==> src/id_defines.svh <==
// widths and the core's NOP word for the decode stage
// the NOP word is not a standard RISC-V encoding, opcode 7'b0000001
// changing ID_REG_AW alone does not move the rs/rd fields in the word
`ifndef ID_DEFINES_SVH
`define ID_DEFINES_SVH

// instruction word width
`define ID_XLEN 32

// instruction address width
`define ID_ADDR_W 32

// register file index width
`define ID_REG_AW 5

// bubble and core NOP
`define ID_INST_NOP 32'h00000001

`endif

==> src/id_pkg.sv <==
// types and encodings shared by the decode stage and its testbench
// opcode values are RV32I plus the core's private NOP opcode
// funct3 names follow the RV32IM spec, SRI/SR cover both logic and arith shifts
`include "id_defines.svh"

package id_pkg;

    typedef logic [`ID_XLEN-1:0]   inst_t;
    typedef logic [`ID_ADDR_W-1:0] inst_addr_t;
    typedef logic [`ID_REG_AW-1:0] reg_addr_t;
    typedef logic [2:0]            funct3_t;
    typedef logic [6:0]            funct7_t;

    typedef enum logic [6:0] {
        OP_IMM    = 7'b0010011,
        OP_REG    = 7'b0110011,   // base and M extension
        OP_LOAD   = 7'b0000011,
        OP_STORE  = 7'b0100011,
        OP_BRANCH = 7'b1100011,
        OP_JAL    = 7'b1101111,
        OP_JALR   = 7'b1100111,
        OP_LUI    = 7'b0110111,
        OP_AUIPC  = 7'b0010111,
        OP_NOP    = 7'b0000001,   // core specific
        OP_FENCE  = 7'b0001111
    } opcode_e;

    // I-type ALU
    localparam funct3_t F3_ADDI  = 3'b000;
    localparam funct3_t F3_SLLI  = 3'b001;
    localparam funct3_t F3_SLTI  = 3'b010;
    localparam funct3_t F3_SLTIU = 3'b011;
    localparam funct3_t F3_XORI  = 3'b100;
    localparam funct3_t F3_SRI   = 3'b101;   // srli/srai
    localparam funct3_t F3_ORI   = 3'b110;
    localparam funct3_t F3_ANDI  = 3'b111;

    // R-type base
    localparam funct3_t F3_ADD_SUB = 3'b000;
    localparam funct3_t F3_SLL     = 3'b001;
    localparam funct3_t F3_SLT     = 3'b010;
    localparam funct3_t F3_SLTU    = 3'b011;
    localparam funct3_t F3_XOR     = 3'b100;
    localparam funct3_t F3_SR      = 3'b101;   // srl/sra
    localparam funct3_t F3_OR      = 3'b110;
    localparam funct3_t F3_AND     = 3'b111;

    // R-type M extension
    localparam funct3_t F3_MUL    = 3'b000;
    localparam funct3_t F3_MULH   = 3'b001;
    localparam funct3_t F3_MULHSU = 3'b010;
    localparam funct3_t F3_MULHU  = 3'b011;
    localparam funct3_t F3_DIV    = 3'b100;
    localparam funct3_t F3_DIVU   = 3'b101;
    localparam funct3_t F3_REM    = 3'b110;
    localparam funct3_t F3_REMU   = 3'b111;

    // loads
    localparam funct3_t F3_LB  = 3'b000;
    localparam funct3_t F3_LH  = 3'b001;
    localparam funct3_t F3_LW  = 3'b010;
    localparam funct3_t F3_LBU = 3'b100;
    localparam funct3_t F3_LHU = 3'b101;

    // stores
    localparam funct3_t F3_SB = 3'b000;
    localparam funct3_t F3_SH = 3'b001;
    localparam funct3_t F3_SW = 3'b010;

    // branches
    localparam funct3_t F3_BEQ  = 3'b000;
    localparam funct3_t F3_BNE  = 3'b001;
    localparam funct3_t F3_BLT  = 3'b100;
    localparam funct3_t F3_BGE  = 3'b101;
    localparam funct3_t F3_BLTU = 3'b110;
    localparam funct3_t F3_BGEU = 3'b111;

    localparam funct7_t F7_BASE   = 7'b0000000;
    localparam funct7_t F7_ALT    = 7'b0100000;   // sub, sra
    localparam funct7_t F7_MULDIV = 7'b0000001;

endpackage

==> src/id_decoder.sv <==
// combinational decode of one RV32IM word into register and memory enables
// register fields are extracted for every word, legal or not
// DIV/DIVU/REM/REMU do not raise reg_we_o, their result is written back elsewhere
// SB/SH raise mem_re_o too, the memory does read-modify-write for partial stores
`timescale 1ns/1ps

module id_decoder (
    input  id_pkg::inst_t     inst_i,
    output logic              valid_o,
    output logic              reg1_re_o,
    output logic              reg2_re_o,
    output logic              reg_we_o,
    output logic              mem_re_o,
    output logic              mem_we_o,
    output id_pkg::reg_addr_t rs1_o,
    output id_pkg::reg_addr_t rs2_o,
    output id_pkg::reg_addr_t rd_o
);

    import id_pkg::*;

    opcode_e opcode;
    funct3_t funct3;
    funct7_t funct7;

    assign opcode = opcode_e'(inst_i[6:0]);
    assign funct3 = inst_i[14:12];
    assign funct7 = inst_i[31:25];

    assign rd_o  = inst_i[11:7];
    assign rs1_o = inst_i[19:15];
    assign rs2_o = inst_i[24:20];

    always_comb begin
        valid_o   = 1'b0;   // illegal unless matched below
        reg1_re_o = 1'b0;
        reg2_re_o = 1'b0;
        reg_we_o  = 1'b0;
        mem_re_o  = 1'b0;
        mem_we_o  = 1'b0;

        case (opcode)
            OP_IMM: begin
                case (funct3)
                    F3_ADDI, F3_SLLI, F3_SLTI, F3_SLTIU,
                    F3_XORI, F3_SRI, F3_ORI, F3_ANDI: begin
                        valid_o   = 1'b1;
                        reg1_re_o = 1'b1;
                        reg_we_o  = 1'b1;
                    end
                endcase
            end
            OP_REG: begin
                if (funct7 == F7_BASE || funct7 == F7_ALT) begin
                    case (funct3)
                        F3_ADD_SUB, F3_SLL, F3_SLT, F3_SLTU,
                        F3_XOR, F3_SR, F3_OR, F3_AND: begin
                            valid_o   = 1'b1;
                            reg1_re_o = 1'b1;
                            reg2_re_o = 1'b1;
                            reg_we_o  = 1'b1;
                        end
                    endcase
                end else if (funct7 == F7_MULDIV) begin
                    case (funct3)
                        F3_MUL, F3_MULH, F3_MULHSU, F3_MULHU: begin
                            valid_o   = 1'b1;
                            reg1_re_o = 1'b1;
                            reg2_re_o = 1'b1;
                            reg_we_o  = 1'b1;
                        end
                        F3_DIV, F3_DIVU, F3_REM, F3_REMU: begin
                            valid_o   = 1'b1;   // divider owns writeback
                            reg1_re_o = 1'b1;
                            reg2_re_o = 1'b1;
                        end
                    endcase
                end
            end
            OP_LOAD: begin
                case (funct3)
                    F3_LB, F3_LH, F3_LW, F3_LBU, F3_LHU: begin
                        valid_o   = 1'b1;
                        reg1_re_o = 1'b1;
                        reg_we_o  = 1'b1;
                        mem_re_o  = 1'b1;
                    end
                    default: begin
                        valid_o = 1'b0;
                    end
                endcase
            end
            OP_STORE: begin
                case (funct3)
                    F3_SB, F3_SH: begin
                        valid_o   = 1'b1;
                        reg1_re_o = 1'b1;
                        reg2_re_o = 1'b1;
                        mem_re_o  = 1'b1;   // read-modify-write
                        mem_we_o  = 1'b1;
                    end
                    F3_SW: begin
                        valid_o   = 1'b1;
                        reg1_re_o = 1'b1;
                        reg2_re_o = 1'b1;
                        mem_we_o  = 1'b1;
                    end
                    default: begin
                        valid_o = 1'b0;
                    end
                endcase
            end
            OP_BRANCH: begin
                case (funct3)
                    F3_BEQ, F3_BNE, F3_BLT, F3_BGE, F3_BLTU, F3_BGEU: begin
                        valid_o   = 1'b1;
                        reg1_re_o = 1'b1;
                        reg2_re_o = 1'b1;
                    end
                    default: begin
                        valid_o = 1'b0;
                    end
                endcase
            end
            OP_JAL, OP_LUI, OP_AUIPC: begin
                valid_o  = 1'b1;
                reg_we_o = 1'b1;
            end
            OP_JALR: begin
                valid_o   = 1'b1;
                reg1_re_o = 1'b1;
                reg_we_o  = 1'b1;
            end
            OP_NOP, OP_FENCE: begin
                valid_o = 1'b1;   // no register or memory side effects
            end
            default: begin
                valid_o = 1'b0;
            end
        endcase
    end

    // an illegal word must not reach the register file or memory
    always_comb begin
        if (!valid_o) begin
            assert (!(reg1_re_o || reg2_re_o || reg_we_o || mem_re_o || mem_we_o))
                else $error("illegal instruction decoded with an enable high");
        end
    end

endmodule

==> src/id_pipe_reg.sv <==
// decode to execute register with bubble insertion
// bubble priority is halt, then jump on a non-NOP word, then hold
// a bubble still loads the address and register fields, only the enables drop
// upstream must keep its own instruction while hold is high
`timescale 1ns/1ps
`include "id_defines.svh"

module id_pipe_reg (
    input  logic                clk,
    input  logic                reset_i,
    input  id_pkg::inst_t       inst_i,
    input  id_pkg::inst_addr_t  inst_addr_i,
    input  logic                jump_flag_i,
    input  logic                hold_flag_i,
    input  logic                halt_flag_i,
    input  logic                dec_valid_i,
    input  logic                dec_reg1_re_i,
    input  logic                dec_reg2_re_i,
    input  logic                dec_reg_we_i,
    input  logic                dec_mem_re_i,
    input  logic                dec_mem_we_i,
    input  id_pkg::reg_addr_t   dec_rs1_i,
    input  id_pkg::reg_addr_t   dec_rs2_i,
    input  id_pkg::reg_addr_t   dec_rd_i,
    output logic                reg1_re_o,
    output id_pkg::reg_addr_t   reg1_raddr_o,
    output logic                reg2_re_o,
    output id_pkg::reg_addr_t   reg2_raddr_o,
    output logic                reg_we_o,
    output id_pkg::reg_addr_t   reg_waddr_o,
    output id_pkg::inst_t       inst_o,
    output id_pkg::inst_addr_t  inst_addr_o,
    output logic                inst_valid_o,
    output logic                mem_re_o,
    output logic                mem_we_o
);

    logic bubble;

    always_comb begin
        if (halt_flag_i) begin
            bubble = 1'b1;
        end else if (jump_flag_i && inst_i != `ID_INST_NOP) begin
            bubble = 1'b1;   // flush wrong-path word
        end else if (hold_flag_i) begin
            bubble = 1'b1;
        end else begin
            bubble = 1'b0;
        end
    end

    always_ff @(posedge clk) begin
        if (reset_i) begin
            inst_o       <= '0;
            inst_addr_o  <= '0;
            inst_valid_o <= 1'b0;
            reg1_re_o    <= 1'b0;
            reg2_re_o    <= 1'b0;
            reg_we_o     <= 1'b0;
            mem_re_o     <= 1'b0;
            mem_we_o     <= 1'b0;
            reg1_raddr_o <= '0;
            reg2_raddr_o <= '0;
            reg_waddr_o  <= '0;
        end else begin
            inst_addr_o  <= inst_addr_i;
            reg1_raddr_o <= dec_rs1_i;
            reg2_raddr_o <= dec_rs2_i;
            reg_waddr_o  <= dec_rd_i;
            if (bubble) begin
                inst_o       <= `ID_INST_NOP;
                inst_valid_o <= 1'b1;   // a bubble is a valid NOP
                reg1_re_o    <= 1'b0;
                reg2_re_o    <= 1'b0;
                reg_we_o     <= 1'b0;
                mem_re_o     <= 1'b0;
                mem_we_o     <= 1'b0;
            end else begin
                inst_o       <= inst_i;
                inst_valid_o <= dec_valid_i;
                reg1_re_o    <= dec_reg1_re_i;
                reg2_re_o    <= dec_reg2_re_i;
                reg_we_o     <= dec_reg_we_i;
                mem_re_o     <= dec_mem_re_i;
                mem_we_o     <= dec_mem_we_i;
            end
        end
    end

    // stores never write a register, whatever the decoder produced
    a_no_store_writeback: assert property (
        @(posedge clk) disable iff (reset_i) !(mem_we_o && reg_we_o)
    ) else $error("mem_we_o and reg_we_o high together");

    a_reset_clears: assert property (
        @(posedge clk) reset_i |=> !(inst_valid_o || reg1_re_o || reg2_re_o ||
                                     reg_we_o || mem_re_o || mem_we_o)
    ) else $error("enable high in the cycle after reset");

endmodule

==> src/id_stage.sv <==
// instruction decode stage, one cycle from inst_i to the registered outputs
// no handshake, one word per cycle, hold/jump/halt are the only flow control
// unknown encodings come out with inst_valid_o low and all enables low
`timescale 1ns/1ps

module id_stage (
    input  logic                clk,
    input  logic                reset_i,
    input  id_pkg::inst_t       inst_i,
    input  id_pkg::inst_addr_t  inst_addr_i,
    input  logic                jump_flag_i,    // from execute
    input  logic                hold_flag_i,    // from execute
    input  logic                halt_flag_i,    // from data memory
    output logic                reg1_re_o,
    output id_pkg::reg_addr_t   reg1_raddr_o,
    output logic                reg2_re_o,
    output id_pkg::reg_addr_t   reg2_raddr_o,
    output logic                reg_we_o,
    output id_pkg::reg_addr_t   reg_waddr_o,
    output id_pkg::inst_t       inst_o,
    output id_pkg::inst_addr_t  inst_addr_o,
    output logic                inst_valid_o,
    output logic                mem_re_o,
    output logic                mem_we_o
);

    import id_pkg::*;

    logic      dec_valid;
    logic      dec_reg1_re;
    logic      dec_reg2_re;
    logic      dec_reg_we;
    logic      dec_mem_re;
    logic      dec_mem_we;
    reg_addr_t dec_rs1;
    reg_addr_t dec_rs2;
    reg_addr_t dec_rd;

    id_decoder i_decoder (
        .inst_i    (inst_i),
        .valid_o   (dec_valid),
        .reg1_re_o (dec_reg1_re),
        .reg2_re_o (dec_reg2_re),
        .reg_we_o  (dec_reg_we),
        .mem_re_o  (dec_mem_re),
        .mem_we_o  (dec_mem_we),
        .rs1_o     (dec_rs1),
        .rs2_o     (dec_rs2),
        .rd_o      (dec_rd)
    );

    id_pipe_reg i_pipe_reg (
        .clk           (clk),
        .reset_i       (reset_i),
        .inst_i        (inst_i),
        .inst_addr_i   (inst_addr_i),
        .jump_flag_i   (jump_flag_i),
        .hold_flag_i   (hold_flag_i),
        .halt_flag_i   (halt_flag_i),
        .dec_valid_i   (dec_valid),
        .dec_reg1_re_i (dec_reg1_re),
        .dec_reg2_re_i (dec_reg2_re),
        .dec_reg_we_i  (dec_reg_we),
        .dec_mem_re_i  (dec_mem_re),
        .dec_mem_we_i  (dec_mem_we),
        .dec_rs1_i     (dec_rs1),
        .dec_rs2_i     (dec_rs2),
        .dec_rd_i      (dec_rd),
        .reg1_re_o     (reg1_re_o),
        .reg1_raddr_o  (reg1_raddr_o),
        .reg2_re_o     (reg2_re_o),
        .reg2_raddr_o  (reg2_raddr_o),
        .reg_we_o      (reg_we_o),
        .reg_waddr_o   (reg_waddr_o),
        .inst_o        (inst_o),
        .inst_addr_o   (inst_addr_o),
        .inst_valid_o  (inst_valid_o),
        .mem_re_o      (mem_re_o),
        .mem_we_o      (mem_we_o)
    );

endmodule

==> config.mk <==
export PLATFORM = sky130hd
export DESIGN_NAME = id_stage
export DESIGN_NICKNAME = d
export VERILOG_FILES = /design/src/id_pkg.sv /design/src/id_decoder.sv /design/src/id_pipe_reg.sv /design/src/id_stage.sv
export VERILOG_INCLUDE_DIRS = /design/src
export SDC_FILE = /design/constraint.sdc
export NUM_CORES = 1
export LEC_CHECK = 0
export ABC_AREA = 0
export ABC_CLOCK_PERIOD_IN_PS = 2160
export BUFFER_PORTS_ARGS = -buffer_cell sky130_fd_sc_hd__buf_2
export CORE_MARGIN = 2
export CORE_UTILIZATION = 40
export CTS_CLUSTER_DIAMETER = 200
export DETAILED_ROUTE_END_ITERATION = 10
export GPL_TIMING_DRIVEN = 0
export PLACE_DENSITY = 0.84
export SLEW_MARGIN = 30
export SYNTH_ARGS = -nofsm -noshare
export SYNTH_HDL_FRONTEND = slang
export SYNTH_SLANG_ARGS = --single-unit
==> constraint.sdc <==
create_clock -name clk -period 2.16 [get_ports clk]
set_input_delay 0.216 -clock clk [delete_from_list [all_inputs] [get_ports clk]]
set_output_delay 0.216 -clock clk [all_outputs]
set_load 0.1 [all_outputs]
==> results of run 1 <==
-- cell usage in the layout (no fill, tap or decap), types with 2 or more instances in the layout --
cell / count
dfxtp_1: 85
nor2b_1: 49
nor4_1: 7
inv_6: 2
o21ai_0: 4
clkbuf_1: 6
or3_1: 2
nand4_1: 2
clkinvlp_4: 2
buf_6: 3
nand4b_1: 2
buf_2: 153
nor2_1: 5
a21oi_1: 2
clkbuf_8: 9
nand3_1: 2
inv_1: 2
nor3_1: 2
and2_1: 31
nand2_1: 5
a31oi_1: 2
-- critical path: cells and delay by family --
kind                   cells  cell delay [ns]
AND/OR/NAND/NOR            4             1.22
AO/OA/AOI/OAI              1             0.19
buffers and inverters      2             0.24
-- final cells by class --
| class | instances | area [sq um] |
|---|---|---|
| sequential | 85 | 1700 |
| clock buffer | 10 | 128 |
| clock inverter | 6 | 46.3 |
| tap | 77 | 96.3 |
| timing repair buffer | 153 | 766 |
| buffer | 8 | 52.6 |
| inverter | 2 | 7.51 |
| multi-input combinational | 129 | 822 |
| fill | 566 | 2690 |
-- routing by layer --
layer,GRT usage (%),up-vias,wire (um)
met1,18.0,949,2390
li1,-,1060,-
met3,5.51,8,480
met5,0,-,0
met2,31.7,94,3220
met4,5.63,0,63
-- power groups by stage --
stage	clock network, mW	logic, mW	registers [mW]
3_3_place_gp	0	0.652	1.67
2_1_floorplan	0	0.0712	2.11
3_5_place_dp	0	0.658	1.67
5_1_grt	1.09	0.681	1.64
6_report	0.996	0.656	1.64
4_1_cts	1.02	0.658	1.64
-- cells by family after synthesis --
family	count (synthesis)	share of synthesized area [%]
DFF	85	65.9
AOI/OAI and AO/OA	14	3.92
buffers and inverters	10	2.32
and+or+nand+nor	114	27.5
muxes	1	0.387
-- state kept, by name (all words and copies together), names as in the netlist, 5 cells and up --
signal / count
i_pipe_reg.reg_waddr_o: 5
i_pipe_reg.inst_o: 32
i_pipe_reg.reg1_raddr_o: 5
i_pipe_reg.inst_addr_o: 32
i_pipe_reg.reg2_raddr_o: 5
-- worst paths after layout --
| kind | start | end |
|---|---|---|
| min | inst_addr_i[10] | i_pipe_reg.inst_addr_o[10] |
| max | inst_i[26] | i_pipe_reg.inst_o[7] |
==> results.py, run 1 <==
metrics = {
    "logic_synthesis": {
        "ys_types": 31,
        "syn_inst": 224,
        "synth_area_sq_um": 2580,
        "synth_fp_nets": 293,
        "synth_top_cell_by_area": "dfxtp_1",
        "synthArstFlopShare_pct": 0,
        "yosys_most_used_dff": "dfxtp_1",
        "synth-edff-count": 0,
        "yosys.area.top_type_share_pct": 65.9,
        "synth_seq_cells": 85,
        "synth_common_cells": "dfxtp_1, nor2b_1, and2_1",
        "yosysMostFrequentCell": "dfxtp_1",
        "synth_area_leaders": "dfxtp_1, nor2b_1, and2_1",
        "ys_warn_count": 0,
        "synth_area_per_cell_sq_um": 11.5,
        "ys_seq_area_share_pct": 65.9,
    },
    "power_and_ir_drop": {
        "power.share.clock_pct": 30.3,
        "p_comb_share_pct": 19.9,
        "p_int_mw": 2.18,
        "ir_worst_vdd_uv": 654,
        "p_leak_nw": 1.80,
        "power_mw": 3.29,
        "switchingPower_mw": 1.11,
        "netSwitchingFraction_pct": 33.8,
        "seqPwrFrac_pct": 49.8,
        "power.density_nw_per_um2": 909,
    },
    "grt": {
        "grt_max_degree": 16,
        "grt_pass1_wl_um": 9580,
        "grt_antenna_before_repair": 0,
        "overflow": 0,
        "grt_usage_pct": 17.0,
        "grt_pass1_vias": 2139,
    },
    "clock_network": {
        "cts_buffer_depth": 2,
        "htree_levels": 3,
        "path_clk_slew_ns": 0.09,
        "cts.repair.resized": 0,
        "post-cts-setup-buffers": 0,
        "clock_sinks": 85,
        "root_buffer": "clkbuf_8",
        "ctsHoldBuffers": 0,
        "cts-buffers-inserted": 9,
        "cts_tree": "yes",
    },
    "worst_setup_path": {
        "path_cells": "buf_2 -> or3_1 -> or4_4 -> nor3_4 -> o21ba_4 -> buf_6 -> and2_1",
        "worstPathMaxFanout": 10,
        "arrival_ns": 1.87,
        "endpoint_kind": "flip-flop",
        "crit_slowest_cell": "or4_4",
        "start_kind": "input pin",
        "required_ns": 2.44,
        "critPathKind": "input pin to flip-flop",
        "crit_path_max_incr_delay_ns": 0.45,
    },
    "placement": {
        "numPlacedInstances": 454,
        "gp_congestion": 0.881,
        "post-place-ws_ns": 0.215,
        "dp_hpwl_um": 4880,
        "placed_cell_area_sq_um": 3450,
        "io_buffers": 153,
    },
    "timing": {
        "hold-worst-slack_ns": 0.0747,
        "tns_ns": 0,
        "hold_viol_final": 0,
        "timing.final.ws_setup_ns": 0.572,
        "rsz0062_at_grt": "false",
        "max_freq_mhz": 630,
        "maxSlewHeadroom_pct": 66.4,
        "tightest_slew_ns": 0.508,
        "fin_crit_sh_pct": 73.5,
        "fin_crit_ns": 1.59,
        "slew_violations": 0,
        "setup_viol": 0,
    },
    "detailed_routing": {
        "post_drt_wl_per_cell_um": 13.1,
        "drt_wl_total_um": 6150,
        "first_pass_iters": 4,
        "postRouteAntennaNets": 0,
        "viasPerCell": 4.49,
        "drc": 0,
        "num_vias": 2111,
        "dr.first_iter.drc_count": 37,
    },
    "worst_hold_path": {
        "hp-class": "input pin to flip-flop",
        "hold_depth": 2,
    },
    "floorplanning": {
        "dieArea_sq_um": 7120,
        "dieWidth_um": 84.4,
        "start_util_pct": 40.9,
        "ios": 154,
        "fp.dieH_um": 84.4,
        "core_sq_um": 6310,
        "fp-row-count": 29,
    },
    "final_layout": {
        "diodes": 0,
        "area_delta_synth_final_pct": 40.1,
        "drive_gt1_share_pct": 44.5,
        "postLayoutCoreUtil_pct": 57.3,
        "fin_area_sq_um": 3620,
        "stdcell_count": 470,
        "layout.nets": 457,
    },
    "job": {
        "drv_cap": 0,
    },
    "run_status": {
        "status": "finished, final reports clean",
    },
}
Power figures use the tool's default switching activity.
==> inputs of run 2 (changes only) <==
- ABC_CLOCK_PERIOD_IN_PS: 2160 -> 1350
- CORE_UTILIZATION: 40 -> 38
- PLACE_DENSITY: 0.84 -> 0.83
- clock period: 2.16 -> 1.35 ns (I/O delays scaled with it)
==> run 2 against run 1 <==
Compared with the run above: the run now ends with setup timing left; critical path depth stayed put; first-iteration DRC count is 30% higher; cell area up 12%; clock power grew 95%; hold slack lost 0.060 ns; setup slack worse by 0.63 ns; die area increased by 5.0%; total power grew 73%; critical path type unchanged; largest cell class unchanged.
==> results.py, run 2 (same netlist as run 1, synthesis figures left out) <==
metrics = {
    "timing": {
        "hold_viol_final": 0,
        "maxSlewHeadroom_pct": 66.7,
        "fin_crit_sh_pct": 104,
        "max_freq_mhz": 709,
        "slew_violations": 0,
        "setup_viol": 33,
        "tns_ns": -1.43,
        "timing.final.ws_setup_ns": -0.0605,
        "tightest_slew_ns": 0.503,
        "rsz0062_at_grt": "true",
        "fin_crit_ns": 1.41,
    },
    "power_and_ir_drop": {
        "power.density_nw_per_um2": 1400,
        "ir_worst_vdd_uv": 812,
        "p_leak_nw": 1.99,
    },
    "final_layout": {
        "register_area_sq_um": 1700,
        "layout.nets": 491,
        "reg_top3": "i_pipe_reg.inst_addr_o x32, i_pipe_reg.inst_o x32",
        "multi_input_area_sq_um": 860,
        "final_common_cell": "buf_2",
        "layout_common_cells": "buf_2, dfxtp_1, nor2b_1, dlygate4sd3_1, and2_1",
        "area_delta_synth_final_pct": 57.2,
        "diodes": 0,
        "drive_gt1_share_pct": 44.1,
        "nFillCells": 557,
        "stdcell_count": 506,
    },
    "detailed_routing": {
        "num_vias": 2235,
        "post_drt_wl_per_cell_um": 13.3,
        "postRouteAntennaNets": 0,
        "dr.first_iter.drc_count": 48,
        "viasPerCell": 4.42,
        "first_pass_iters": 4,
        "drc": 0,
        "drt_wl_total_um": 6710,
    },
    "run_status": {
        "status": "finished, violations left",
        "violations": "setup timing",
    },
    "placement": {
        "gp_congestion": 0.809,
        "post-place-ws_ns": -0.482,
        "numPlacedInstances": 457,
        "io_buffers": 153,
        "dp_hpwl_um": 4590,
    },
    "clock_network": {
        "root_buffer": "clkbuf_8",
        "cts-buffers-inserted": 9,
        "path_clk_slew_ns": 0.08,
        "cts_tree": "yes",
        "htree_levels": 3,
        "clock_sinks": 85,
        "cts_buffer_depth": 2,
    },
    "job": {
        "drv_cap": 0,
    },
    "grt": {
        "overflow": 0,
        "grt_pass1_vias": 2077,
        "grt_max_degree": 15,
        "grt_antenna_before_repair": 0,
        "grt_usage_pct": 17.5,
        "grt_pass1_wl_um": 9810,
    },
    "worst_setup_path": {
        "worstPathMaxFanout": 10,
        "endpoint_kind": "flip-flop",
        "arrival_ns": 1.69,
        "required_ns": 1.63,
        "start_kind": "input pin",
        "critPathKind": "input pin to flip-flop",
    },
    "floorplanning": {
        "dieArea_sq_um": 7470,
        "dieWidth_um": 86.5,
        "fp.dieH_um": 86.5,
        "core_sq_um": 6680,
        "start_util_pct": 38.7,
        "fp-row-count": 30,
        "ios": 154,
    },
    "worst_hold_path": {
        "hold_depth": 2,
        "hp-class": "input pin to flip-flop",
    },
}
==> run 2: power by group <==
| group | switching (mW) | leakage [nW] | internal, mW |
|---|---|---|---|
| combinational | 0.872 | 1.18 | 0.270 |
| sequential | 0.0204 | 0.700 | 2.60 |
| clock | 0.852 | 0.109 | 1.09 |
==> run 2: metrics by stage <==
stage / total power, mW / hold WS [ns] / util (%) / area, sq um
3_3_place_gp: 3.72 / 0.343 / 51.6 / 3450
3_5_place_dp: 3.73 / 0.347 / 51.6 / 3450
2_1_floorplan: 3.48 / 0.229 / - / 2580
4_1_cts: 5.73 / -0.0280 / 59.9 / 4000
5_1_grt: 5.88 / 0.0100 / 60.8 / 4060
6_report: 5.70 / 0.0151 / 60.8 / 4060
==> run 2: worst paths after layout <==
path	startpoint	end	slack (ns)
min	inst_addr_i[1]	i_pipe_reg.inst_addr_o[1]	0.02
max	inst_i[26]	i_pipe_reg.inst_o[23]	-0.06
==> run 2: repair_timing <==
| item | CTS | global route |
|---|---|---|
| resized for setup | 6 | 10 |
| pin swaps | 6 | 5 |
| setup endpoints to repair | 31 | 38 |
| gates cloned | 2 | 0 |
| setup buffers | 1 | 0 |
| hold buffers | 29 | 2 |
| hold endpoints to repair | 31 | 2 |
==> run 2: final cells by class <==
class / count / area share (%)
buffer: 8 / 1.29
multi-input combinational: 129 / 21.2
tap: 80 / 2.46
inverter: 2 / 0.185
clock inverter: 5 / 2.09
timing repair buffer: 187 / 27.5
clock buffer: 10 / 3.39
sequential: 85 / 41.9
==> run 2: per-layer routing <==
| layer | track usage [%] | part of all wire [%] | up-vias |
|---|---|---|---|
| li1 | - | - | 1127 |
| met1 | 19.6 | 41 | 993 |
| met2 | 30.8 | 50 | 104 |
| met3 | 4.67 | 7.1 | 11 |
| met4 | 8.24 | 2.0 | 0 |
| met5 | 0 | 0 | - |
==> run 2: worst max-delay path, cell delays in order <==
cell     delay, ns
buf_6         0.09
or3_4         0.39
or4_4         0.45
nor3_4        0.15
o21ba_4       0.21
buf_6         0.15
and2_1        0.12
==> inputs of run 3 (changes only) <==
- HOLD_SLACK_MARGIN: default -> 0.03
==> run 3 against run 2 <==
Compared with the run above: the run still ends with setup timing left; hold slack better by 0.038 ns; sequential power about the same; critical path depth unchanged; highest routed layer unchanged; non-clock buffer count up 18; clock power about the same; die area unchanged; sequential cell count unchanged; setup slack worse by 0.0045 ns; cell count up 3.6%; global-route usage up 1.3 points; utilization up 2.6 points; count of clock-buffer cells in the layout unchanged.
==> results.py, run 3 (same netlist as run 1, synthesis figures left out) <==
metrics = {
    "worst_hold_path": {
        "hp-class": "input pin to flip-flop",
    },
    "floorplanning": {
        "dieArea_sq_um": 7470,
        "start_util_pct": 38.7,
        "ios": 154,
        "dieWidth_um": 86.5,
        "fp-row-count": 30,
        "fp.dieH_um": 86.5,
        "core_sq_um": 6680,
    },
    "final_layout": {
        "nFillCells": 552,
        "fin_area_sq_um": 4240,
        "drive_gt1_share_pct": 42.1,
        "final_common_cell": "buf_2",
        "layout.nets": 509,
        "layout_common_cells": "buf_2, dfxtp_1, nor2b_1, dlygate4sd3_1, and2_1",
        "diodes": 0,
        "postLayoutCoreUtil_pct": 63.4,
        "reg_top3": "i_pipe_reg.inst_addr_o x32, i_pipe_reg.inst_o x32",
        "area_delta_synth_final_pct": 64.0,
    },
    "clock_network": {
        "path_clk_slew_ns": 0.08,
        "cts_buffer_depth": 2,
        "clock_sinks": 85,
        "cts_tree": "yes",
        "htree_levels": 3,
        "cts-buffers-inserted": 9,
        "root_buffer": "clkbuf_8",
    },
    "power_and_ir_drop": {
        "p_leak_nw": 2.06,
        "power_mw": 5.75,
        "ir_worst_vdd_uv": 821,
        "power.density_nw_per_um2": 1360,
    },
    "grt": {
        "grt_pass1_wl_um": 10500,
        "grt_pass1_vias": 2243,
        "grt_max_degree": 15,
        "grt_antenna_before_repair": 0,
        "overflow": 0,
        "grt_usage_pct": 18.8,
    },
    "job": {
        "drv_cap": 0,
    },
    "worst_setup_path": {
        "endpoint_kind": "flip-flop",
        "required_ns": 1.63,
        "worstPathMaxFanout": 10,
        "critPathKind": "input pin to flip-flop",
        "arrival_ns": 1.70,
        "start_kind": "input pin",
    },
    "timing": {
        "fin_crit_ns": 1.41,
        "hold_viol_final": 0,
        "setup_viol": 33,
        "tns_ns": -1.36,
        "timing.final.ws_setup_ns": -0.0650,
        "tightest_slew_ns": 0.506,
        "rsz0062_at_grt": "true",
        "slew_violations": 0,
        "fin_crit_sh_pct": 105,
        "max_freq_mhz": 707,
        "maxSlewHeadroom_pct": 66.5,
    },
    "detailed_routing": {
        "drt_wl_total_um": 7100,
        "postRouteAntennaNets": 0,
        "post_drt_wl_per_cell_um": 13.5,
        "drc": 0,
        "viasPerCell": 4.44,
        "num_vias": 2326,
        "first_pass_iters": 4,
        "dr.first_iter.drc_count": 40,
    },
    "placement": {
        "gp_congestion": 0.809,
        "io_buffers": 153,
        "dp_hpwl_um": 4590,
        "placed_cell_area_sq_um": 3450,
    },
    "run_status": {
        "status": "finished, violations left",
        "violations": "setup timing",
    },
}
## run 3: per-stage QoR
step | hold slack, ns | worst slack [ns] | cells
after CTS | -0.0280 | -0.101 | 522
after global placement | 0.343 | -0.452 | 457
final | 0.0532 | -0.0650 | 524
after floorplan | 0.229 | -0.213 | 224
after global routing | 0.0444 | -0.0967 | 524
after detailed placement | 0.347 | -0.482 | 457
## run 3: worst max-delay path, cell delays in order
cell and delay [ns]:
buf_6 0.09, or3_4 0.39, or4_4 0.45, nor3_4 0.15, o21ba_4 0.21, buf_6 0.15
and2_1 0.13
## run 3: what timing repair did
item | 4_1_cts | 5_1_grt
pin swaps | 6 | 4
setup buffers | 1 | 0
hold endpoints to repair | 54 | 2
hold buffers | 47 | 2
gates resized for setup | 6 | 8
endpoints found under the setup margin | 31 | 38
cloned | 2 | 0
## run 3: metal layers
metal	part of all wire [%]	routed length (um)	global-route usage (%)
met5	0	0	0
met4	1.9	134	8.66
met3	6.7	479	4.57
met2	51	3630	34.0
met1	40	2860	20.6
## run 3: path summary, 6_finish.rpt
kind | from | endpoint | slack, ns | depth (start not counted)
worst max-delay path | inst_i[26] | i_pipe_reg.inst_o[24] | -0.06 | 7
worst min-delay path | inst_i[7] | i_pipe_reg.reg_waddr_o[0] | 0.05 | 2
## run 3: power breakdown
group / switching, mW / total [mW] / internal, mW
Clock: 0.857 / 1.95 / 1.09
Combinational: 0.882 / 1.18 / 0.303
Sequential: 0.0210 / 2.62 / 2.60
## run 3: area by class of cell
cell class	count	area, sq um	share of cell area (%)
clock buffers	10	138	3.25
flip-flops and latches	85	1700	40.2
inverters	2	7.51	0.177
repair buffers	205	1290	30.6
well taps	80	100	2.36
plain buffers	8	52.6	1.24
clock inverters	5	85.1	2.01
multi-input cells	129	857	20.2
